[config.mk]
export PLATFORM = sky130hd
export DESIGN_NAME = memoryUnit
export DESIGN_NICKNAME = d
export VERILOG_FILES = /design/src/verilog/mipsPkg.sv /design/src/verilog/memoryUnit.sv
export SDC_FILE = /design/constraint.sdc
export NUM_CORES = 2
export LEC_CHECK = 0
export BUFFER_PORTS_ARGS = -buffer_cell sky130_fd_sc_hd__buf_4
export CORE_AREA = 2 2 468 470
export DETAILED_ROUTE_END_ITERATION = 8
export DIE_AREA = 0 0 470 472
export RECOVER_POWER = 100
export SETUP_SLACK_MARGIN = 0.4
export SLEW_MARGIN = 20
export SYNTH_ARGS = -nofsm -noshare
export SYNTH_HDL_FRONTEND = slang
export SYNTH_SLANG_ARGS = --single-unit
[constraint.sdc]
create_clock -name Clk -period 3.15 [get_ports Clk]
set_input_delay 0.1575 -clock Clk [delete_from_list [all_inputs] [get_ports Clk]]
set_output_delay 0.1575 -clock Clk [all_outputs]
set_load 0.02 [all_outputs]
[src/verilog/mipsPkg.sv]
package mipsPkg;

    ////////////////////////////////////////////////////////////
    // Basic datapath types
    ////////////////////////////////////////////////////////////

    // Data word, also a byte address
    typedef logic [31:0] word_t;

    // Architectural register number
    typedef logic [4:0] regIdx_t;

    // ALU operations
    // Pass-B is the idle code for bubbles, branches and jumps
    typedef enum logic [2:0] {
        ALU_ADD   = 3'd0,
        ALU_SUB   = 3'd1,
        ALU_AND   = 3'd2,
        ALU_OR    = 3'd3,
        ALU_SLT   = 3'd4,
        ALU_PASSB = 3'd5
    } aluOp_t;

    ////////////////////////////////////////////////////////////
    // Instruction encodings
    ////////////////////////////////////////////////////////////

    // Primary opcodes, instr[31:26]
    localparam logic [5:0] OP_RTYPE = 6'h00;
    localparam logic [5:0] OP_J     = 6'h02;
    localparam logic [5:0] OP_BEQ   = 6'h04;
    localparam logic [5:0] OP_BNE   = 6'h05;
    localparam logic [5:0] OP_ADDI  = 6'h08;
    localparam logic [5:0] OP_ORI   = 6'h0d;
    localparam logic [5:0] OP_LW    = 6'h23;
    localparam logic [5:0] OP_SW    = 6'h2b;

    // R-type function codes, instr[5:0]
    localparam logic [5:0] FN_ADD = 6'h20;
    localparam logic [5:0] FN_SUB = 6'h22;
    localparam logic [5:0] FN_AND = 6'h24;
    localparam logic [5:0] FN_OR  = 6'h25;
    localparam logic [5:0] FN_SLT = 6'h2a;

endpackage

[src/verilog/memoryUnit.sv]
`timescale 1ns/1ps

module memoryUnit #(
    parameter int dmemWords = 64
) (
    input  logic             Clk,
    input  logic             arstN,
    input  logic             run,
    input  mipsPkg::word_t   memAlu,
    input  mipsPkg::word_t   memStoreData,
    input  mipsPkg::regIdx_t memDest,
    input  logic             memRegWrite,
    input  logic             memRead,
    input  logic             memWrite,
    output logic             wbValid,
    output mipsPkg::regIdx_t wbReg,
    output mipsPkg::word_t   wbData
);
    import mipsPkg::*;

    localparam int dAddrW = $clog2(dmemWords);

    word_t            dmem [dmemWords];
    logic [dAddrW-1:0] dIdx;
    word_t            loadData;

    // Word address folded into the memory size
    assign dIdx     = dAddrW'(memAlu[31:2] % dmemWords);
    assign loadData = dmem[dIdx];

    // Store lands as it leaves the memory stage
    always_ff @(posedge Clk) begin
        if (memWrite) begin
            dmem[dIdx] <= memStoreData;
        end
    end

    ////////////////////////////////////////////////////////////
    // Memory/writeback register
    ////////////////////////////////////////////////////////////

    // Strobe doubles as the register file write enable
    always_ff @(posedge Clk or negedge arstN) begin
        if (!arstN) begin
            wbValid <= 1'b0;
        end else begin
            wbValid <= run && memRegWrite && memDest != '0;
        end
    end

    always_ff @(posedge Clk) begin
        wbReg  <= memDest;
        wbData <= memRead ? loadData : memAlu;
    end

endmodule

After elaboration in Yosys (flattened, before gate mapping)
Memories as Yosys holds them, arrays and structs flattened.
Cells that the tools add are included.
{ "word_totals": {"n_memories": 1, "ram_bits": 2048, "elab_cells": 10, "output_inout_bits": 38, "reg_bits": 38} }
{ "memory_table": {"columns": ["memory", "words", "word_bits", "read_ports", "rd_ports_with_merged_regs", "write_ports", "line", "source"], "rows": [
  ["dmem", 64, 32, 1, 0, 1, "memoryUnit.sv:23", "word_t dmem [dmemWords];"]
]} }
{ "classes": {"n_mux": 3, "reduce_logical": 3} }
{ "ops": {"columns": ["op", "count"], "rows": [
  ["$mux 32", 1],
  ["$reduce_bool 5->1", 1],
  ["$logic_and 1x1->1", 2],
  ["$mux 1", 2]
]} }

Depth between registers and ports, before layout
{ "logic_depth": {"word_depth": 2, "ltp_mapped": 12, "mapped_depth_nobuf": 6} }

Least setup slack after synthesis
Ideal clock, no wire load.
{ "synth_timing": {"path_kind": "in2reg", "start": "input memAlu[4]", "end": "memory dmem[0][0] (netlist name), enable pin", "n_path_buf": 5, "path_slack_ns": -0.255, "stages": 8, "arrival_time_ns": 2.984, "cell_sequence": "buf_2 -> buf_6 -> clkinv_1 -> clkbuf_1 -> clkbuf_1 -> buf_1 -> nand2_1 -> nor2_1"} }
{ "synth_lines": {"columns": ["element", "line", "source"], "rows": [
  ["start, declared", "memoryUnit.sv:9", "input mipsPkg::word_t memAlu,"],
  ["end, declared", "memoryUnit.sv:23", null]
]} }
Straight into the memory's write port.

Worst setup path after layout
{ "layout_timing": {"start": "input memAlu[6]", "end": "register wbData[10]"} }
{ "layout_between": {"elab_chain_len": 2} }
{ "layout_lines": {"columns": ["element", "line", "source"], "rows": [
  ["$mem_v2 64x32", null, null],
  ["$mux 32", "memoryUnit.sv:53", "wbData <= memRead ? loadData : memAlu;"],
  ["end signal, assigned", "memoryUnit.sv:53", null],
  ["end, declared", "memoryUnit.sv:17", "output mipsPkg::word_t wbData"]
]} }
No other way between the ends.

==> implementation parameters <==
Parameter                              Value

Critical path
  Worst Reg2Reg Path Length in Cells    7
  CP max stage cell    sky130_fd_sc_hd__a2111oi_0
  Largest fanout of any net on the critical path    15
  CP Data Required Time    3.87 ns
  Worst path cell trace    dlygate4sd3_1 -> buf_4 -> clkbuf_1 -> or3b_2 -> buf_4 -> a21oi_1 -> a2111oi_0 -> buf_4 -> a41oi_1
  Worst R2R End    wbData[10]
  Type of origin of the critical path    primary input
  Cell with the most instances on the worst path    sky130_fd_sc_hd__buf_4
  Worst flop-to-flop path startpoint    dmem[26][10]
  Cell count along the critical path    9
  End of the critical path    wbData[10]
  Worst EP arrival    3.91 ns
  Setup slack, reg-to-reg    0.06 ns
  Largest delay contributor family on the critical path    buffers and inverters
  Type of the worst setup path    in2reg
  WP buf/inv    5
  Worst setup startpoint    memAlu[6]
  Kind of end point of the critical path    flop
  Crit path largest cell delay    1.19 ns

CTS
  Clock-pin slew on the worst setup and hold paths    0.06 ns
  Clock network latency to the later pin of the worst-skew pair    0.85 ns
  TritonCTS Sinks    2,086
  CTS tree    built
  Maximum buffer depth of the clock tree    3
  Num CTS Buffers    198
  Clock tree root buffer cell    sky130_fd_sc_hd__clkbuf_16
  CTS H-tree lvls    4

Die
  I/O pin count    113
  Area of the core    217,000 um^2
  DIE AREA    222,000 um^2
  Initial core utilization    36.8%
  Die H    472 um
  Number of placement rows    171
  Die width    470 um

Global routing
  Via count of the first global-routing pass    45,400
  Pin count of the biggest net entering global routing    65
  Global Route Usage Sum    24.2%
  Initial antenna violation count    24
  First-pass GRT wire length    376,000 um
  Remaining global-route overflow    0

Cells and area
  Fin cells    7,751
  Final cell utilization of the core    43.3%
  Area growth, synth to finish    17.6%
  Most frequent cells in the layout    sky130_fd_sc_hd__edfxtp_1, sky130_fd_sc_hd__buf_4, sky130_fd_sc_hd__mux2i_1
  Final net count    4,789
  Share of layout cells above drive strength 1    21.8%
  Post-route standard cell area excluding fillers    93,800 um^2
  Most frequent standard cell in the layout excluding fill and tap cells    sky130_fd_sc_hd__edfxtp_1

Synthesis
  Syn Std Cell Area    79,800 um^2
  Mean Syn Cell Area    19.0 um^2
  Cells taking the most area after synthesis    sky130_fd_sc_hd__edfxtp_1, sky130_fd_sc_hd__mux4_2, sky130_fd_sc_hd__mux2i_1
  Number of different library cells in the post-synthesis netlist    70
  Yosys warning count    0
  Library cell with the largest summed area after synthesis    sky130_fd_sc_hd__edfxtp_1
  Number of flops mapped to enable cells by yosys    2,048
  Seq/Total Area, Yosys    78.1%
  Mapped Nets    4,268
  Synthesized netlist cell count    4,193
  Most instantiated flip-flop cell in the synthesis netlist    sky130_fd_sc_hd__edfxtp_1
  Proportion of synthesized flip-flops having asynchronous set or reset    0.0479%
  Register bit count reported by yosys    2,086
  Area fraction of the dominant cell type after synthesis    77.1%

Drt
  Detailed Routing Iterations Pass 1    9
  Detail-routed net length per standard cell    35.4 um
  Detailed-route vias per instance    6.13
  DRC violation total after the first TritonRoute iteration    7,467
  Total via count after detailed routing    47,600
  DRC Markers    0
  Number of routed nets with antenna violations    0
  Total Wirelength    275,000 um

STA
  Final critical path time including I/O delays and setup    3.18 ns
  Final hold violations    1
  Rel. slew slack    -112%
  FMAX    0.314 GHz
  Final Setup Violations    1
  Post-Route Skew    0.0236 ns
  Post-route setup TNS    -0.0319 ns
  Share of the cycle needed by the critical path after routing    101%
  RSZ-0062 raised after global routing    false
  Total count of max-transition violations in the final report    1,721
  Final critical-path setup slack    -0.0319 ns
  Transition time at the pin with the least slew margin    3.18 ns
  Min Hold Slack    -0.00114 ns

Placement
  Number of port buffers    112
  Half-perimeter wire length after detailed placement    167,000 um
  Total placed instance area    87,800 um^2
  Gpl congestion    0.883
  Placed Cells    7,285

Job
  Maximum Capacitance Violations    32

Status
  Failing checks    negative hold slack, max-capacitance violations, max-slew violations, negative setup slack
  Run status    complete, but fails checks

Power and ir drop
  Power density over the cells    627 nW/um^2
  Maximum vdd drop    0.520 mV
  P_leak    30.1 nW

Worst hold path
  Class of the tightest hold or removal check    in2reg
==> worst min-delay path by stage <==
stage                     cells past startpoint      from  slack (ns)           end
after CTS                                     4  memWrite        0.03  dmem[29][11]
after detailed placement                      1     arstN       -0.06       wbValid
after floorplan                               0     arstN       -0.14       wbValid
after global routing                          4  memWrite       -0.02  dmem[42][28]
final                                         4  memWrite      -0.001   dmem[42][5]
after global placement                        1     arstN       -0.07       wbValid
==> final cells by class <==
type                            count  area, um^2
Clock buffer                      257        5350
Timing Repair Buffer              608        5140
Multi-Input combinational cell   1815       16200
Inverter                            5        28.8
Sequential cell                  2086       62300
Tap cell                         2854        3570
Clock inverter                    117        1230
Antenna cell                        9        22.5
Fill cell                       18900      123000
==> registers in the layout, summed over array words and instances (netlist names) <==
signal,flops
dmem,2048
wbData,32
wbReg,5
wbValid,1
==> per-layer routing <==
| layer | up-vias | GRT usage, % | share of wire (%) |
|---|---|---|---|
| met1 | 25100 | 33.7 | 38 |
| met5 | - | 0 | 0.065 |
| li1 | 18600 | - | - |
| met3 | 587 | 5.57 | 12 |
| met2 | 3300 | 37.6 | 46 |
| met4 | 22 | 8.18 | 4.1 |
==> worst min-delay path: cells and delay by family <==
family                 cells  cell delay [ns]
AND/OR/NAND/NOR            2             0.16
buffers and inverters      2             0.36
==> where the power goes <==
| group | internal, mW | switching [mW] |
|---|---|---|
| clock | 13.7 | 10.5 |
| combinational | 1.20 | 2.54 |
| sequential | 30.8 | 0.121 |
| total | 45.7 | 13.1 |
==> cell usage after synthesis (9+ instances only) <==
library cell                   n
sky130_fd_sc_hd__a221o_1      38
sky130_fd_sc_hd__clkbuf_1     91
sky130_fd_sc_hd__a22o_1       40
sky130_fd_sc_hd__o221ai_1     14
sky130_fd_sc_hd__a21oi_1     114
sky130_fd_sc_hd__o22a_1        9
sky130_fd_sc_hd__mux2i_1     231
sky130_fd_sc_hd__nand3_1      29
sky130_fd_sc_hd__nor3_1        9
sky130_fd_sc_hd__o22ai_1      86
sky130_fd_sc_hd__dfxtp_1      37
sky130_fd_sc_hd__buf_2       108
sky130_fd_sc_hd__a31oi_1      23
sky130_fd_sc_hd__a221oi_1    190
sky130_fd_sc_hd__o32a_1       18
sky130_fd_sc_hd__a211oi_1     10
sky130_fd_sc_hd__mux2_2      132
sky130_fd_sc_hd__o21ai_0     121
sky130_fd_sc_hd__buf_4        59
sky130_fd_sc_hd__a22oi_1     144
sky130_fd_sc_hd__edfxtp_1   2048
sky130_fd_sc_hd__nand2_1      79
sky130_fd_sc_hd__a222oi_1     14
sky130_fd_sc_hd__nor2_1      188
sky130_fd_sc_hd__o2bb2ai_1    25
sky130_fd_sc_hd__o211ai_1     10
sky130_fd_sc_hd__and3_1       10
sky130_fd_sc_hd__mux4_2      168
sky130_fd_sc_hd__buf_1        16
sky130_fd_sc_hd__buf_6        13
==> cells by family after synthesis <==
family / Yosys count / share of synthesized area, %
compound gates: 905 / 8.33
simple gates: 377 / 2.12
mux: 533 / 9.53
flops: 2086 / 78.1
buf+inv: 292 / 1.94
==> through the flow <==
step	worst slack, ns	power (mW)
global route	0.207	60.2
floorplan	0.162	33.0
finish	-0.0319	58.8
detailed placement	-0.0840	35.1
global placement	-0.0419	35.0
CTS	0.540	59.0
==> repair_timing <==
action,4_1_cts,5_1_grt
hold endpoints to repair,2084,0
gates resized for setup,0,0
endpoints found under the setup margin,0,0
buffers inserted,0,0
hold buffers,83,0
No activity file was read; power rests on OpenSTA's default activity.
