===== config.mk =====
export PLATFORM = sky130hd
export DESIGN_NAME = executeUnit
export DESIGN_NICKNAME = d
export VERILOG_FILES = /design/src/verilog/mipsPkg.sv /design/src/verilog/executeUnit.sv
export SDC_FILE = /design/constraint.sdc
export NUM_CORES = 1
export LEC_CHECK = 0
export BUFFER_PORTS_ARGS = -buffer_cell sky130_fd_sc_hd__buf_2
export CAP_MARGIN = 10
export CORE_ASPECT_RATIO = 0.6
export CORE_MARGIN = 1
export CORE_UTILIZATION = 49
export CTS_BUF_LIST = sky130_fd_sc_hd__clkbuf_8
export CTS_CLUSTER_SIZE = 8
export DETAILED_ROUTE_END_ITERATION = 12
export MAX_ROUTING_LAYER = met4
export PLACE_DENSITY = 0.8
export SLEW_MARGIN = 5
export SYNTH_ARGS = -nofsm -noshare
export SYNTH_HDL_FRONTEND = slang
export SYNTH_SLANG_ARGS = --single-unit

===== constraint.sdc =====
create_clock -name Clk -period 0.8 [get_ports Clk]
set_input_delay 0.12 -clock Clk [delete_from_list [all_inputs] [get_ports Clk]]
set_output_delay 0.12 -clock Clk [all_outputs]
set_load 0.03 [all_outputs]

===== src/verilog/mipsPkg.sv =====
package mipsPkg;

    ////////////////////////////////////////////////////////////
    // Basic datapath types
    ////////////////////////////////////////////////////////////

    // Data word, also a byte address
    typedef logic [31:0] word_t;

    // Architectural register number
    typedef logic [4:0] regIdx_t;

    // ALU operations
    // Pass-B is the idle code for bubbles, branches and jumps
    typedef enum logic [2:0] {
        ALU_ADD   = 3'd0,
        ALU_SUB   = 3'd1,
        ALU_AND   = 3'd2,
        ALU_OR    = 3'd3,
        ALU_SLT   = 3'd4,
        ALU_PASSB = 3'd5
    } aluOp_t;

    ////////////////////////////////////////////////////////////
    // Instruction encodings
    ////////////////////////////////////////////////////////////

    // Primary opcodes, instr[31:26]
    localparam logic [5:0] OP_RTYPE = 6'h00;
    localparam logic [5:0] OP_J     = 6'h02;
    localparam logic [5:0] OP_BEQ   = 6'h04;
    localparam logic [5:0] OP_BNE   = 6'h05;
    localparam logic [5:0] OP_ADDI  = 6'h08;
    localparam logic [5:0] OP_ORI   = 6'h0d;
    localparam logic [5:0] OP_LW    = 6'h23;
    localparam logic [5:0] OP_SW    = 6'h2b;

    // R-type function codes, instr[5:0]
    localparam logic [5:0] FN_ADD = 6'h20;
    localparam logic [5:0] FN_SUB = 6'h22;
    localparam logic [5:0] FN_AND = 6'h24;
    localparam logic [5:0] FN_OR  = 6'h25;
    localparam logic [5:0] FN_SLT = 6'h2a;

endpackage


===== src/verilog/executeUnit.sv =====
`timescale 1ns/1ps

module executeUnit (
    input  logic             Clk,
    input  logic             arstN,
    input  logic             run,
    input  mipsPkg::aluOp_t  exAluOp,
    input  logic             exUseImm,
    input  mipsPkg::word_t   exOpA,
    input  mipsPkg::word_t   exOpB,
    input  mipsPkg::word_t   exImm,
    input  mipsPkg::word_t   exStoreData,
    input  mipsPkg::regIdx_t exDest,
    input  logic             exRegWrite,
    input  logic             exMemRead,
    input  logic             exMemWrite,
    output mipsPkg::word_t   memAlu,
    output mipsPkg::word_t   memStoreData,
    output mipsPkg::regIdx_t memDest,
    output logic             memRegWrite,
    output logic             memRead,
    output logic             memWrite
);
    import mipsPkg::*;

    word_t opB;
    word_t aluResult;

    assign opB = exUseImm ? exImm : exOpB;

    // ALU, wrapping arithmetic
    always_comb begin
        case (exAluOp)
            ALU_ADD:   aluResult = exOpA + opB;
            ALU_SUB:   aluResult = exOpA - opB;
            ALU_AND:   aluResult = exOpA & opB;
            ALU_OR:    aluResult = exOpA | opB;
            // Signed compare
            ALU_SLT:   aluResult = {31'b0, $signed(exOpA) < $signed(opB)};
            default:   aluResult = opB;
        endcase
    end

    ////////////////////////////////////////////////////////////
    // Execute/memory register
    ////////////////////////////////////////////////////////////

    always_ff @(posedge Clk or negedge arstN) begin
        if (!arstN) begin
            memRegWrite <= 1'b0;
            memRead     <= 1'b0;
            memWrite    <= 1'b0;
        end else if (!run) begin
            memRegWrite <= 1'b0;
            memRead     <= 1'b0;
            memWrite    <= 1'b0;
        end else begin
            memRegWrite <= exRegWrite;
            memRead     <= exMemRead;
            memWrite    <= exMemWrite;
        end
    end

    always_ff @(posedge Clk) begin
        memAlu       <= aluResult;
        memStoreData <= exStoreData;
        memDest      <= exDest;
    end

    // Decode only ever issues the six defined codes
    knownAluOp: assert property (@(posedge Clk) disable iff (!arstN)
        exAluOp inside {ALU_ADD, ALU_SUB, ALU_AND, ALU_OR, ALU_SLT, ALU_PASSB});

endmodule


==> impl_results.md, run 1 <==
- Yosys warns: 0
- Avg Synthesized Cell Area: between 7 and 8 sq um
- Overflow after GRT: 65
- Async SR Flop Fraction: 0.0417
- Failed at: global routing
- GRT Resource Usage Total: 0.815
- Syn Nets: ~1200
- Largest cells by area after synthesis: dfxtp_1 19%, ha_1 18%, a21oi_1 6.7%, inv_1 5.1%, mux2i_1 4.7%
- Post-Syn Instances: ~900
- Clock Sinks: 72
- Post-synth EDFFs: 0
- Post-synth top area share: 0.194
- Row count: 33
- Die height: roughly 95 microns
- Chip width: ~160 microns
- Worst EP post-GRT repair: memAlu[0]$_DFF_P_/D
- Mapped Area: between 7000 and 8000 sq um
- Routability cong.: roughly 1.1
- Post-DP HPWL: between 20000 and 25000 microns
- Main synth FF type: dfxtp_1
- Seq/Total Area, Yosys: 0.205
- H-tree Lvls: 3
- Max clock buf depth: 2
- Tool Error: [ERROR GRT-0232] Routing congestion too high. Check the congestion heatmap in the GUI.
- CTS root buf: clkbuf_8
- WEP type: register input
- IO Pins: roughly 220
- Dpl cell area: 10600 sq um
- Largest net degree at the start of global routing: 32
- Unique masters post-synth: 67
- Status: stopped before the end
- Yosys top cell by area: dfxtp_1
- Cts bufs inserted: 9
- I/O Buffers: approximately 210
- Flops & latches, synth: 72
- Starting Density: 0.510
==> synth_stat cells, drive strengths merged (15+ instances only) <==
cell and instances:
a211oi 20, a21oi 95, clkbuf 48, dfxtp 69
ha 105, inv 96, mux2 16, mux2i 33
nand2 63, nor2 74, nor3 20, o21ai 60
xnor2 15
==> stage by stage <==
| stage | hold WS [ns] | std cells | setup WS [ns] | setup TNS, ns |
|---|---|---|---|---|
| 3_3_place_gp | -0.0854 | 1561 | -2.69 | -70.73 |
| 4_1_cts | 0.0664 | 1644 | -2.07 | -65.54 |
| 2_1_floorplan | -0.176 | 927 | -2.36 | -60.99 |
| 3_5_place_dp | -0.0804 | 1561 | -2.78 | -72.38 |
==> repair_timing <==
action / in CTS
endpoints found under the hold margin: 43
resized for setup: 343
setup buffers: 28
hold buffers: 42
pin swaps: 69
endpoints found under the setup margin: 104
==> layer usage <==
metal / track usage / GRT overflow
met4: 0.770 / 22
met5: - / -
met1: 0.799 / 2
met3: 0.712 / 4
met2: 0.941 / 37
==> cells by family after synthesis <==
logic type,share of synthesized area
AO/OA/AOI/OAI,0.281
XOR/XNOR,0.0234
adder cells (fa/ha/maj),0.191
buffers and inverters,0.0823
flip-flops,0.205
multiplexers,0.0750
AND/OR/NAND/NOR,0.143
==> run 2: changes to the inputs <==
--- a/config.mk
+++ b/config.mk
@@ -7,14 +7,10 @@
 export LEC_CHECK = 0
 export BUFFER_PORTS_ARGS = -buffer_cell sky130_fd_sc_hd__buf_2
 export CAP_MARGIN = 10
-export CORE_ASPECT_RATIO = 0.6
 export CORE_MARGIN = 1
-export CORE_UTILIZATION = 49
-export CTS_BUF_LIST = sky130_fd_sc_hd__clkbuf_8
-export CTS_CLUSTER_SIZE = 8
+export CORE_UTILIZATION = 40
 export DETAILED_ROUTE_END_ITERATION = 12
-export MAX_ROUTING_LAYER = met4
-export PLACE_DENSITY = 0.8
+export PLACE_DENSITY_LB_ADDON = 0.15
 export SLEW_MARGIN = 5
 export SYNTH_ARGS = -nofsm -noshare
 export SYNTH_HDL_FRONTEND = slang
==> constraint.sdc (replaced) <==
create_clock -name Clk -period 1.04 [get_ports Clk]
set_input_delay 0.156 -clock Clk [delete_from_list [all_inputs] [get_ports Clk]]
set_output_delay 0.156 -clock Clk [all_outputs]
set_load 0.03 [all_outputs]
==> run 2 against run 1 <==
Compared with the run above:
- the flow now finishes, with violations (negative setup slack)
- synthesized cell count stayed put
- synthesized area is the same
==> impl_results.md, run 2 <==
- Drt first pass iters: 5
- Setup_tns: -51.76 ns
- Hold Crit Depth: 2
- Final setup violation count: 32
- Die height: around 140 microns
- Largest net degree at the start of global routing: 24
- IO Pins: roughly 220
- Biggest regs: memAlu (32), memStoreData (32), memDest (5)
- Combinational share of power: 0.536
- Hold Vio Cnt, Final: 0
- Seq/Total Area, Yosys: 0.205
- Failing checks: negative setup slack
- Int Power: 0.00892 W
- Most frequent cell after synthesis: ha_1
- CP Cell Sequence: buf_8 -> buf_12 -> buf_12 -> mux2i_4 -> inv_2 -> ha_4 -> fa_2 -> o21bai_4 -> a211oi_4 -> o211ai_1 -> buf_4 -> a31oi_4 -> o41ai_2 -> buf_4 -> a21oi_2 -> a221o_1 -> a221oi_2 -> a21oi_1
- Sw frac: 0.392
- CORE AREA: 17300 sq um
- Peak Freq: 0.333 GHz
- CTS root buf: clkbuf_16
- Nets: roughly 1700
- WL final: ~31000 microns
- Unique masters post-synth: between 60 and 70
- Post-Syn Instances: 927
- HP Class: input port to register
- Post-DP HPWL: 21700 microns
- Largest cells by area after synthesis: dfxtp_1 19%, ha_1 18%, a21oi_1 6.7%, inv_1 5.1%, mux2i_1 4.7%
- Worst endpoint required time: 1.28 ns
- Critical path type: input port to register
- Pins Over Slew Limit: 0
- Critical path's largest stage delay: 0.38 ns
- Final setup margin: -1.96 ns
- Max clock buf depth: 2
- CP Capture Type: register
- Max FO, Critical Path: 5
- Routability cong.: roughly 0.95
- Vias: 9184
- Async SR Flop Fraction: 0.0417
- Crit start category: input port
- PD cells: ~1100 nW/um^2
- Post-synth EDFFs: 0
- Detailed router's first-iteration violation count: around 590
- Flop pwr share: 0.215
- Yosys warns: 0
- Yosys top cell by area: dfxtp_1
- Final Cycle Share: 2.89
- I/O Buffers: approximately 210
- Switching power: 0.00575 W
- Status: complete, but fails checks
- Post-layout util: 0.741
- Measured slew at the worst slew-check pin: approximately 0.44 ns
- Area Overhead vs Synth: 80.4%
- Main synth FF type: dfxtp_1
- RSZ-0062 raised after global routing: true
- CP delay by family, top: compound AO/OA/AOI/OAI gates
- Flops & latches, synth: just over 70
- Relative slew slack: 0.703
- Tmin final: between 3 and 4 ns
- CP Buf/Inv Count: 6
- Layout cells sized above 1: 0.501
- Post-synth top area share: 0.194
- CTS tree: built
- GRT Resource Usage Total: 0.321
- Top cells by count, synth: 105 x ha_1, 96 x inv_1, 95 x a21oi_1
- Worst EP arrival: 3.25 ns
- Most common cell after layout, fill and taps aside: buf_4
- VDD IR max: approximately 0.98 mV
- Antenna violations before repair: 0
- Final ANT Viol Nets: 0
- Dpl cell area: 10700 sq um
- # DRC: 0
- Clk pwr share: 0.249
- Starting Density: 0.411
- Wire per inst: 18.1 microns
- Critical path depth in cells: 18
- First-pass GRT wire length: roughly 46000 microns
- Mapped Area: 7100 sq um
- LEAKAGE: approximately 6.3 nW
- Syn Nets: approximately 1200
- H-tree Lvls: 3
- Max Cap Viol: 0
- Cts bufs inserted: 9
- Slowest stage cell, crit path: fa_2
- Row count: 48
- Vias in the first global route: slightly below 9000
- Avg Synthesized Cell Area: 7.66 sq um
- Die area: between 15000 and 20000 sq um
- Ant. Diodes: 0
- Design area: 12800 sq um
- Via density: around 5.4
- Chip width: ~140 microns
- Overflow after GRT: 0
- CTS clk-pin slew, worst paths: around 0.07 ns
- Clock Sinks: between 70 and 80
- Most frequent cells in the layout: 313 x buf_4, 187 x buf_2, 86 x inv_1
## run 2: final cells by class
cell class              count  area (sq um)
multi-input cells         702          6130
fillers                  1297          4480
clock buffers               9           225
flip-flops and latches     72          1460
clock inverters             7           100
inverters                  98           375
well taps                 225           282
repair buffers            582          4250
## run 2: cells by family after synthesis
family,after synthesis,synth area share
fa+ha+maj,107,0.191
mux,50,0.0750
flops,72,0.205
simple gates,220,0.143
compound gates,306,0.281
buf+inv,153,0.0823
xor+xnor,19,0.0234
## run 2: routing by layer
layer,vias up,global-route usage,routed length (microns)
met4,0,0.132,1250
met1,4267,0.388,12600
met3,104,0.0580,2400
met5,-,0,0
met2,457,0.558,14500
li1,4356,-,-
## run 2: final timing paths
kind	endpoint	slack [ns]	from
min in group asynchronous	memWrite	0.15	arstN
worst min-delay path	memWrite	0.02	exMemWrite
max in group asynchronous	memRead	0.78	arstN
worst max-delay path	memAlu[20]	-1.96	exUseImm
## run 2: per-stage QoR
stage,hold WS [ns],worst slack [ns],instances,total power [W]
after floorplan,-0.140,-2.15,927,0.00668
after global placement,-0.0481,-2.34,1602,0.00946
after detailed placement,-0.0451,-2.35,1602,0.00951
after CTS,0.0121,-1.89,1681,0.0141
after global routing,0.0245,-2.06,1695,0.0153
final,0.0182,-1.96,1695,0.0147
## run 2: power by group through the flow
stage | registers [W] | logic [W] | clock network (W)
final | 0.00315 | 0.00786 | 0.00366
after global routing | 0.00317 | 0.00835 | 0.00378
after CTS | 0.00315 | 0.00727 | 0.00368
after detailed placement | 0.00319 | 0.00632 | 0
after global placement | 0.00319 | 0.00627 | 0
after floorplan | 0.00375 | 0.00293 | 0
## run 2: what timing repair did
action | 4_1_cts | 5_1_grt
gates resized for setup | 171 | 66
endpoints found under the hold margin | 40 | 0
hold buffers | 38 | 0
pin swaps | 73 | 45
setup buffers | 27 | 15
endpoints found under the setup margin | 50 | 45
No activity file was read; power rests on OpenSTA's default activity.
