### config.mk
export PLATFORM = sky130hd
export DESIGN_NAME = decodeUnit
export DESIGN_NICKNAME = d
export VERILOG_FILES = /design/src/verilog/mipsPkg.sv /design/src/verilog/hazardUnit.sv /design/src/verilog/regFile.sv /design/src/verilog/decodeUnit.sv
export SDC_FILE = /design/constraint.sdc
export NUM_CORES = 2
export LEC_CHECK = 0
export ABC_AREA = 1
export ABC_CLOCK_PERIOD_IN_PS = 2850
export BUFFER_PORTS_ARGS = -buffer_cell sky130_fd_sc_hd__clkbuf_2
export CAP_MARGIN = 20
export CORE_ASPECT_RATIO = 1.2
export CORE_MARGIN = 2
export CORE_UTILIZATION = 35
export CTS_CLUSTER_DIAMETER = 40
export DETAILED_ROUTE_END_ITERATION = 10
export HOLD_SLACK_MARGIN = 0.05
export MAX_ROUTING_LAYER = met4
export PLACE_DENSITY_LB_ADDON = 0.2
export SETUP_SLACK_MARGIN = 0.5
export SYNTH_ARGS = -nofsm -noshare
export SYNTH_HDL_FRONTEND = slang
export SYNTH_SLANG_ARGS = --single-unit
### constraint.sdc
create_clock -name Clk -period 2.85 [get_ports Clk]
set_clock_uncertainty 0.1 [all_clocks]
set_input_delay 0.1425 -clock Clk [delete_from_list [all_inputs] [get_ports Clk]]
set_output_delay 0.1425 -clock Clk [all_outputs]
set_load 0.05 [all_outputs]
### src/verilog/mipsPkg.sv
package mipsPkg;

    ////////////////////////////////////////////////////////////
    // Basic datapath types
    ////////////////////////////////////////////////////////////

    // Data word, also a byte address
    typedef logic [31:0] word_t;

    // Architectural register number
    typedef logic [4:0] regIdx_t;

    // ALU operations
    // Pass-B is the idle code for bubbles, branches and jumps
    typedef enum logic [2:0] {
        ALU_ADD   = 3'd0,
        ALU_SUB   = 3'd1,
        ALU_AND   = 3'd2,
        ALU_OR    = 3'd3,
        ALU_SLT   = 3'd4,
        ALU_PASSB = 3'd5
    } aluOp_t;

    ////////////////////////////////////////////////////////////
    // Instruction encodings
    ////////////////////////////////////////////////////////////

    // Primary opcodes, instr[31:26]
    localparam logic [5:0] OP_RTYPE = 6'h00;
    localparam logic [5:0] OP_J     = 6'h02;
    localparam logic [5:0] OP_BEQ   = 6'h04;
    localparam logic [5:0] OP_BNE   = 6'h05;
    localparam logic [5:0] OP_ADDI  = 6'h08;
    localparam logic [5:0] OP_ORI   = 6'h0d;
    localparam logic [5:0] OP_LW    = 6'h23;
    localparam logic [5:0] OP_SW    = 6'h2b;

    // R-type function codes, instr[5:0]
    localparam logic [5:0] FN_ADD = 6'h20;
    localparam logic [5:0] FN_SUB = 6'h22;
    localparam logic [5:0] FN_AND = 6'h24;
    localparam logic [5:0] FN_OR  = 6'h25;
    localparam logic [5:0] FN_SLT = 6'h2a;

endpackage

### src/verilog/hazardUnit.sv
`timescale 1ns/1ps

module hazardUnit (
    input  mipsPkg::regIdx_t idRs,
    input  mipsPkg::regIdx_t idRt,
    input  mipsPkg::regIdx_t exDest,
    input  mipsPkg::regIdx_t memDest,
    input  logic             exRegWrite,
    input  logic             memRegWrite,
    input  logic             usesRt,
    output logic             stall
);
    import mipsPkg::*;

    logic rsPending;
    logic rtPending;

    // No forwarding paths, so any pending write to a source must drain
    // Writeback stage is covered by the write-through register file
    always_comb begin
        rsPending = (exRegWrite && exDest == idRs) || (memRegWrite && memDest == idRs);
        rtPending = (exRegWrite && exDest == idRt) || (memRegWrite && memDest == idRt);
    end

    // Register 0 never carries a dependence
    // rt only matters for R-type, stores and branches
    assign stall = (rsPending && idRs != '0)
                 || (rtPending && idRt != '0 && usesRt);

endmodule

### src/verilog/regFile.sv
`timescale 1ns/1ps

module regFile (
    input  logic             Clk,
    input  logic             arstN,
    input  mipsPkg::regIdx_t rdAddrA,
    input  mipsPkg::regIdx_t rdAddrB,
    input  mipsPkg::regIdx_t wrAddr,
    input  mipsPkg::word_t   wrData,
    input  logic             wrEn,
    output mipsPkg::word_t   rdDataA,
    output mipsPkg::word_t   rdDataB
);
    import mipsPkg::*;

    word_t regs [32];

    // Register 0 stays zero, writes to it are dropped
    always_ff @(posedge Clk or negedge arstN) begin
        if (!arstN) begin
            for (int i = 0; i < 32; i++) begin
                regs[i] <= '0;
            end
        end else if (wrEn && wrAddr != '0) begin
            regs[wrAddr] <= wrData;
        end
    end

    // Same-cycle write is visible to decode
    function automatic word_t readPort(regIdx_t addr);
        if (addr == '0) begin
            return '0;
        end
        if (wrEn && wrAddr == addr) begin
            return wrData;
        end
        return regs[addr];
    endfunction

    // Read ports follow the array and the write port too
    always_comb begin
        rdDataA = readPort(rdAddrA);
        rdDataB = readPort(rdAddrB);
    end

    // Writeback stage filters out register 0 before the strobe
    noZeroWrite: assert property (@(posedge Clk) disable iff (!arstN) wrEn |-> wrAddr != '0);

endmodule

### src/verilog/decodeUnit.sv
`timescale 1ns/1ps

module decodeUnit (
    input  logic             Clk,
    input  logic             arstN,
    input  logic             run,
    input  mipsPkg::word_t   idInstr,
    input  mipsPkg::word_t   idPcPlus4,
    input  mipsPkg::regIdx_t wrAddr,
    input  mipsPkg::word_t   wrData,
    input  logic             wrEn,
    input  mipsPkg::regIdx_t memDest,
    input  logic             memRegWrite,
    output logic             stall,
    output logic             pcRedirect,
    output mipsPkg::word_t   redirectTarget,
    output mipsPkg::aluOp_t  exAluOp,
    output logic             exUseImm,
    output mipsPkg::word_t   exOpA,
    output mipsPkg::word_t   exOpB,
    output mipsPkg::word_t   exImm,
    output mipsPkg::word_t   exStoreData,
    output mipsPkg::regIdx_t exDest,
    output logic             exRegWrite,
    output logic             exMemRead,
    output logic             exMemWrite
);
    import mipsPkg::*;

    // Instruction fields
    logic [5:0] opcode;
    logic [5:0] funct;
    regIdx_t    rs;
    regIdx_t    rt;
    regIdx_t    rd;

    assign opcode = idInstr[31:26];
    assign rs     = idInstr[25:21];
    assign rt     = idInstr[20:16];
    assign rd     = idInstr[15:11];
    assign funct  = idInstr[5:0];

    // Decoded controls
    aluOp_t  aluOp;
    regIdx_t dest;
    logic    useImm;
    logic    regWrite;
    logic    memRead;
    logic    memWrite;
    logic    usesRt;
    logic    zeroExt;
    logic    isBeq;
    logic    isBne;
    logic    isJump;

    word_t rdDataA;
    word_t rdDataB;
    word_t immExt;
    logic  regsEqual;

    ////////////////////////////////////////////////////////////
    // Register file and stall detection
    ////////////////////////////////////////////////////////////

    regFile uRegFile (
        .Clk     (Clk),
        .arstN   (arstN),
        .rdAddrA (rs),
        .rdAddrB (rt),
        .wrAddr  (wrAddr),
        .wrData  (wrData),
        .wrEn    (wrEn),
        .rdDataA (rdDataA),
        .rdDataB (rdDataB)
    );

    hazardUnit uHazard (
        .idRs        (rs),
        .idRt        (rt),
        .exDest      (exDest),
        .memDest     (memDest),
        .exRegWrite  (exRegWrite),
        .memRegWrite (memRegWrite),
        .usesRt      (usesRt),
        .stall       (stall)
    );

    ////////////////////////////////////////////////////////////
    // Control decode
    ////////////////////////////////////////////////////////////

    always_comb begin
        aluOp    = ALU_PASSB;
        dest     = rt;
        useImm   = 1'b0;
        regWrite = 1'b0;
        memRead  = 1'b0;
        memWrite = 1'b0;
        usesRt   = 1'b0;
        zeroExt  = 1'b0;
        isBeq    = 1'b0;
        isBne    = 1'b0;
        isJump   = 1'b0;
        case (opcode)
            OP_RTYPE: begin
                dest   = rd;
                usesRt = 1'b1;
                // Unknown function codes fall through as no-ops
                regWrite = 1'b1;
                case (funct)
                    FN_ADD:  aluOp = ALU_ADD;
                    FN_SUB:  aluOp = ALU_SUB;
                    FN_AND:  aluOp = ALU_AND;
                    FN_OR:   aluOp = ALU_OR;
                    FN_SLT:  aluOp = ALU_SLT;
                    default: regWrite = 1'b0;
                endcase
            end
            OP_ADDI: begin
                aluOp    = ALU_ADD;
                useImm   = 1'b1;
                regWrite = 1'b1;
            end
            OP_ORI: begin
                aluOp    = ALU_OR;
                useImm   = 1'b1;
                zeroExt  = 1'b1;
                regWrite = 1'b1;
            end
            OP_LW: begin
                aluOp    = ALU_ADD;
                useImm   = 1'b1;
                memRead  = 1'b1;
                regWrite = 1'b1;
            end
            OP_SW: begin
                aluOp    = ALU_ADD;
                useImm   = 1'b1;
                memWrite = 1'b1;
                usesRt   = 1'b1;
            end
            OP_BEQ: begin
                isBeq  = 1'b1;
                usesRt = 1'b1;
            end
            OP_BNE: begin
                isBne  = 1'b1;
                usesRt = 1'b1;
            end
            OP_J:    isJump = 1'b1;
            default: ;
        endcase
    end

    // Immediate, zero-extended only for ori
    assign immExt = zeroExt ? {16'b0, idInstr[15:0]} : {{16{idInstr[15]}}, idInstr[15:0]};

    ////////////////////////////////////////////////////////////
    // Branch resolution
    ////////////////////////////////////////////////////////////

    assign regsEqual  = (rdDataA == rdDataB);
    assign pcRedirect = isJump || (isBeq && regsEqual) || (isBne && !regsEqual);

    // Jump keeps the PC+4 region, branch is PC+4 relative
    assign redirectTarget = isJump ? {idPcPlus4[31:28], idInstr[25:0], 2'b00}
                                   : idPcPlus4 + {immExt[29:0], 2'b00};

    // Decode/execute controls, bubble on stall or halt
    always_ff @(posedge Clk or negedge arstN) begin
        if (!arstN) begin
            exAluOp    <= ALU_PASSB;
            exUseImm   <= 1'b0;
            exRegWrite <= 1'b0;
            exMemRead  <= 1'b0;
            exMemWrite <= 1'b0;
        end else if (!run || stall) begin
            exAluOp    <= ALU_PASSB;
            exUseImm   <= 1'b0;
            exRegWrite <= 1'b0;
            exMemRead  <= 1'b0;
            exMemWrite <= 1'b0;
        end else begin
            exAluOp    <= aluOp;
            exUseImm   <= useImm;
            exRegWrite <= regWrite;
            exMemRead  <= memRead;
            exMemWrite <= memWrite;
        end
    end

    // Operands, qualified by the controls above
    always_ff @(posedge Clk) begin
        exOpA       <= rdDataA;
        exOpB       <= rdDataB;
        exImm       <= immExt;
        exStoreData <= rdDataB;
        exDest      <= dest;
    end

endmodule

### After elaboration in Yosys (flattened, before gate mapping)

Cells that the tools add are included.

* flip-flop bits (word level): 1131
* output and inout bits: 174
* logic and storage cells: 144

* add/sub/neg operators: 1
* order comparisons: 4
* equality and inequality tests: 19
* muxes and demuxes: 43
* bitwise operators: 3
* reduce and logical (&&, ||, !) cells: 32

Operators by type and width (number)
* bitwise mux 1024 bit: 1
* two-way mux 32 bit: 14
* binary-select mux 32 bit (select 5 bit): 2
* demux 32 bit (select 5 bit): 1
* == test 6 bit, second input constant: 7
* adder 32 bit: 1
* == test 32 bit: 1
* == test 5 bit: 6
* two-way mux 30 bit: 1
* two-way mux 1 bit: 19
* >= comparator 6 bit, second input constant: 3
* NOT 5 -> 6 bit: 3
* one-hot mux 3 bit (5 select lines): 1
* nonzero test 5 bit: 3
* logical AND 1 bit: 13
* == test 6 x 3 -> 1 bit, second input constant: 2
* == test 6 x 4 -> 1 bit, second input constant: 2
* logical NOT 5 bit: 2
* one-hot mux 3 bit (3 select lines): 1
* OR reduction 4 bit: 2
* == test 6 x 2 -> 1 bit, second input constant: 1
* logical NOT 6 bit: 1
* logical OR 1 bit: 6
* < comparator 6 x 1 -> 1 bit, second input constant: 1
* 6 further kinds: 8

### Logic depth before layout (Yosys ltp)

* word-level depth: 10
* gate-level depth with buffers: 23
* mapped depth without buffers: 20

### By module

Synthesis repeated with hierarchy kept, for this count alone.

* cells, all modules: 9696
* area total of the unflattened synthesis: 65240.1 µm²

Modules (own cells, without submodules)
* regFile: instances 1, cells an instance 8893, area each 59673.5 µm², seq. area each 25624.6 µm²
* decodeUnit: instances 1, cells an instance 700, area each 5167.5 µm², seq. area each 1919.3 µm²
* hazardUnit: instances 1, cells an instance 103, area each 399.1 µm², seq. area each 0.0 µm²

### Worst setup path after synthesis

No wires, ideal clock.

* path kind: input to output
* from: input idInstr[0]
* to: output redirectTarget[24]
* arrival time: 3140 ps
* required time: 2608 ps
* path slack: -533 ps
* stages on the path: 18
* path buffers: 0
* path through: ha_1 -> inv_1 -> fa_1 -> inv_1 -> nand3_1 -> nand2_1 -> inv_1 -> nor2_1 -> nor2_1 -> o21ai_0 -> nand3_1 -> nand2_1 -> nand2_1 -> nand2_1 -> a21oi_1 -> o21ai_0 -> xor2_1 -> o21ai_0

* word-level cells in the longest chain between the ends: 3

Ends and longest elaborated chain
* start: declaration: RTL line decodeUnit.sv:7 `input mipsPkg::word_t idInstr,`
* two-way mux 30 bit: RTL line decodeUnit.sv:156 `assign immExt = zeroExt ? {16'b0, idInstr[15:0]} : {{16{idInstr[15]}}, idInstr[15:0]};`
* adder 32 bit: RTL line decodeUnit.sv:167 `: idPcPlus4 + {immExt[29:0], 2'b00};`
* two-way mux 32 bit: RTL line decodeUnit.sv:166 `assign redirectTarget = isJump ? {idPcPlus4[31:28], idInstr[25:0], 2'b00}`
* end: declaration: RTL line decodeUnit.sv:16 `output mipsPkg::word_t redirectTarget,`

Every way passes these cells.

### Worst setup path in the final report

* from: register uRegFile.regs[495] (netlist name)
* to: output pcRedirect

* word-level cells in the longest chain between the ends: 9
* elaborated cells on any way between the ends: 16
* those cells by class: eq/ne (1); mux (10); reduce/logical (5)

Ends and longest elaborated chain
* start: declaration: RTL line regFile.sv:16 `word_t regs [32];`
* start signal: indexed assignment: RTL line regFile.sv:25 `regs[wrAddr] <= wrData;`
* binary-select mux 32 bit (select 5 bit): RTL line regFile.sv:37 `return regs[addr];`
* two-way mux 32 bit (implied by the code) (2 in a row): RTL line regFile.sv:37
* two-way mux 32 bit: RTL line regFile.sv:37
* two-way mux 32 bit: RTL line regFile.sv:34 `if (wrEn && wrAddr == addr) begin`
* == test 32 bit *: RTL line decodeUnit.sv:162 `assign regsEqual = (rdDataA == rdDataB);`
* logical AND 1 bit or logical NOT 1 bit (tied branches): RTL line decodeUnit.sv:163 `assign pcRedirect = isJump || (isBeq && regsEqual) || (isBne && !regsEqual);`
* logical OR 1 bit or logical AND 1 bit (tied branches): RTL line decodeUnit.sv:163
* logical OR 1 bit *: RTL line decodeUnit.sv:163
* end: declaration: RTL line decodeUnit.sv:15 `output logic pcRedirect,`

Every way passes the cells marked *; elsewhere a longest branch is shown, timed or not. The select of a mux whose other input is x is not followed.

==> key figures <==
Outcome
  • Status: finished with violations
  • Failing checks: setup timing

Pwr
  • Sw Ratio: 33.31%
  • Peak VDD IR: 0.6343 mV
  • Psw: between 15 and 20 mW
  • Pint: around 38 mW
  • Comb power frac: a little under a quarter
  • Leakage: around 39 nW
  • Pwr dens: ~700 mW/mm2
  • Clock power frac: between 40% and 50%
  • Seq pwr share: a little over a third

Route
  • DRC: 0
  • TritonRoute pass-1 iters: 8
  • Detailed-route via count: between 60k and 70k
  • Initial DRC Count: ~8.5k
  • Average routed wire per standard cell: between 20 and 25 um
  • DRT Wirelength: 279100 um
  • Final ANT Viol Nets: 0
  • Vias per cell: roughly 5.5

Place
  • Buffers on Ports: 284
  • HPWL Detailed: around 170000 um
  • Placed Area: 0.07296 mm2
  • Placer Congestion: a little over 0.9
  • Inst Count DP: 11.63k

Die
  • Die ar.: ~0.19 mm2
  • Core Footprint: 0.1812 mm2
  • IO Count: approximately 290
  • Row count: 171
  • Die width: 394.0 um
  • Die extent in y: roughly 470 um
  • Initial Utilization: 35.26%

Worst setup path
  • R2R Path Start: exDest[0]
  • R2R Path End: exAluOp[2]
  • Endpoint class of the critical path: output port
  • Critical path type: flop to output port
  • CP arrival: about 3.4 ns
  • Worst-case reg-to-reg path depth: 9
  • Data required, critical path: about 2.6 ns
  • Startpoint types: flop
  • Crit Path Max Fanout: 2
  • Slack of the worst reg-to-reg path: 0.60 ns

Synthesis
  • Synthesis-stage register bit count: 1118
  • Leading area contributor after synthesis: dfrtp_1
  • Post-synthesis sequential area ratio: a little over two fifths
  • Library cells used by synthesis: 51
  • Syn nets: ~9.1k
  • Mean Syn Cell Area: 7.118 um2
  • Most used DFF post-synth: dfrtp_1
  • Mapped Area: 0.06389 mm2
  • Synth area leaders: dfrtp_1, nand2_1, o21ai_0
  • Syn Inst Count: ~9k
  • Post-synth ARST share: 92.22%
  • Post-synth EDFFs: 0
  • YS warnings: 0
  • Area share of the largest cell type after synthesis: between 40% and 50%

Clock network
  • Maximum clock path buffer count: 3
  • CTS tree: done
  • Cts bufs inserted: roughly 190
  • Clock tree sinks: about 1.1k
  • Clk slew on worst S/H paths: 0.06 ns
  • CTS root buf: clkbuf_16
  • H-tree depth: 4
  • Worst skew pair latency: 0.84 ns

Global route
  • GRT Util Overall: 30.09%
  • Vias in the first global route: between 60k and 70k
  • Pin count of the biggest net entering global routing: between 90 and 100
  • Antenna violations before repair: 19
  • Grt ovf: 0
  • First-pass GRT wire length: approximately 410000 um

Cells and area
  • Share of layout cells above drive strength 1: 17.81%
  • Area occupied by multi-input gates: 0.03090 mm2
  • Sequential Area: ~0.028 mm2
  • Final instance area: 0.08235 mm2
  • Commonest cells after routing, fill and taps aside: nand2_1, o21ai_0, nand3_1
  • Area growth syn-to-layout: 28.90%
  • Most common cell after layout, fill and taps aside: nand2_1
  • Fin nets: 9664
  • # fillers: between 15k and 20k
  • Finished Layout Cells: around 12k

Hold path
  • HP Start: run
  • Min-delay worst type: primary input to flop
  • Hold-critical path depth: 4
  • Hold EP: exRegWrite

Run
  • # Max-Cap Violations: 0

STA
  • # setup viols final: 16
  • Slew headroom: roughly a fifth
  • Final max-slew violation count: 0
  • Final Critical Period: 3.681 ns
  • Final Hold Viols: 0
  • Actual slew at the worst max-slew pin: between 1 and 1.5 ns
  • RSZ-0062 raised after global routing: true
  • Final worst slack: -0.8309 ns
  • Hold Slack: approximately 0.080 ns
  • Final Cycle Share: 129.2%
  • Fmax: between 200 and 300 MHz
-- how the worst max path moves through the flow --
stage                                  start                 to  cells past startpoint  slack (ns)
final                     uRegFile.regs[495]         pcRedirect                     19       -0.83
after floorplan                  idInstr[31]  redirectTarget[2]                      6        0.25
after global placement           idInstr[20]         pcRedirect                     20       -1.57
after CTS                 uRegFile.regs[107]         pcRedirect                     19       -0.86
after detailed placement         idInstr[20]         pcRedirect                     20       -1.48
after global routing      uRegFile.regs[367]         pcRedirect                     21       -0.98
-- power by group through the flow --
| stage | registers, mW | clock network [mW] | logic (mW) |
|---|---|---|---|
| after floorplan | 20.7 | 0 | 7.51 |
| after global placement | 20.6 | 0 | 12.0 |
| after detailed placement | 20.6 | 0 | 12.2 |
| after CTS | 20.4 | 24.2 | 12.7 |
| after global routing | 20.7 | 24.9 | 14.4 |
| final | 20.5 | 23.9 | 13.0 |
-- through the flow --
stage / TNS [ns] / setup WS (ns) / utilization [%] / total power [mW]
after CTS: -4.304 / -0.8608 / 45.06 / 57.21
after global placement: -1.766 / -1.572 / 40.26 / 32.58
final: -4.646 / -0.8309 / 45.44 / 57.33
after detailed placement: -1.735 / -1.475 / 40.26 / 32.84
after global routing: -6.983 / -0.9800 / 45.44 / 60.08
after floorplan: 0 / 0.2524 / - / 28.22
-- final cells by class --
| type | instances | area share (%) |
|---|---|---|
| Multi-Input combinational cell | 6251 | 37.53 |
| Sequential cell | 1118 | 33.45 |
| Timing Repair Buffer | 1174 | 13.48 |
| Clock buffer | 230 | 6.223 |
| Inverter | 804 | 3.721 |
| Tap cell | 2422 | 3.680 |
| Clock inverter | 123 | 1.889 |
| Antenna cell | 12 | 0.03646 |
-- per-layer routing --
metal  global-route usage [%]  vias to the layer above  wire, um
li1                         -                    30770         -
met2                    44.92                     3510    122400
met4                    11.80                        0     11740
met5                        -                        -         0
met3                    5.181                      703     26940
met1                    40.58                    32300    118000
-- synthesized netlist by cell type, types with 4 or more instances --
library cell,number
a211oi_1,4
dfxtp_1,87
o21bai_1,5
dfrtp_1,1029
o21ai_1,38
buf_1,47
nand2_1,2640
o21ai_0,1223
buf_4,73
clkbuf_1,389
a221oi_1,5
o22ai_1,10
o211ai_1,550
buf_6,11
nand3_1,1113
inv_2,14
inv_1,786
ha_1,16
xor2_1,18
o41ai_1,5
nor3_1,12
xnor2_1,9
a21oi_2,13
or2_2,69
buf_2,283
a21oi_1,233
nand4_1,12
nor2_1,246
-- worst max-delay path, stage by stage, from the launching register on --
cell and delay, ns:
dfrtp_1 0.39, buf_6 0.12, o211ai_1 0.15, nand3_1 0.13
nand3_1 0.12, nand3_1 0.09, nand2_2 0.12, nand2_1 0.06
nand2_1 0.05, nand2_1 0.06, nand2_2 0.11, nand2_4 0.07
nor2_4 0.21, nand2_2 0.10, nor2_4 0.21, buf_6 0.18
nand2_4 0.06, nand2_4 0.06, nand3_4 0.11, buf_12 0.18
-- sequential cells by signal (all words and copies together) (netlist names) --
name and flops:
exAluOp 3, exDest 5, exImm 18, exMemRead 1
exMemWrite 1, exOpA 32, exRegWrite 1, exStoreData 32
exUseImm 1, uRegFile.regs 1024
-- kinds of logic (layout without fill, tap and decap cells) --
kind of cell	count (synthesis)	in the layout	synth area share, %
AND/OR/NAND/NOR	4103	4103	26.71
AO/OA/AOI/OAI	2104	2104	18.91
buffers and inverters	1607	2331	10.56
flip-flops	1118	1118	43.11
XOR/XNOR	27	27	0.3701
adder cells (fa/ha/maj)	17	17	0.3447
other	0	12	0
-- timing repair --
item	CTS	global route
hold endpoints to repair	1686	7
resized for setup	198	146
gates cloned	0	3
setup endpoints to repair	21	44
hold buffers	99	4
setup buffers	29	11
pin swaps	67	69
Note: power is estimated with default switching activity, not from simulation.
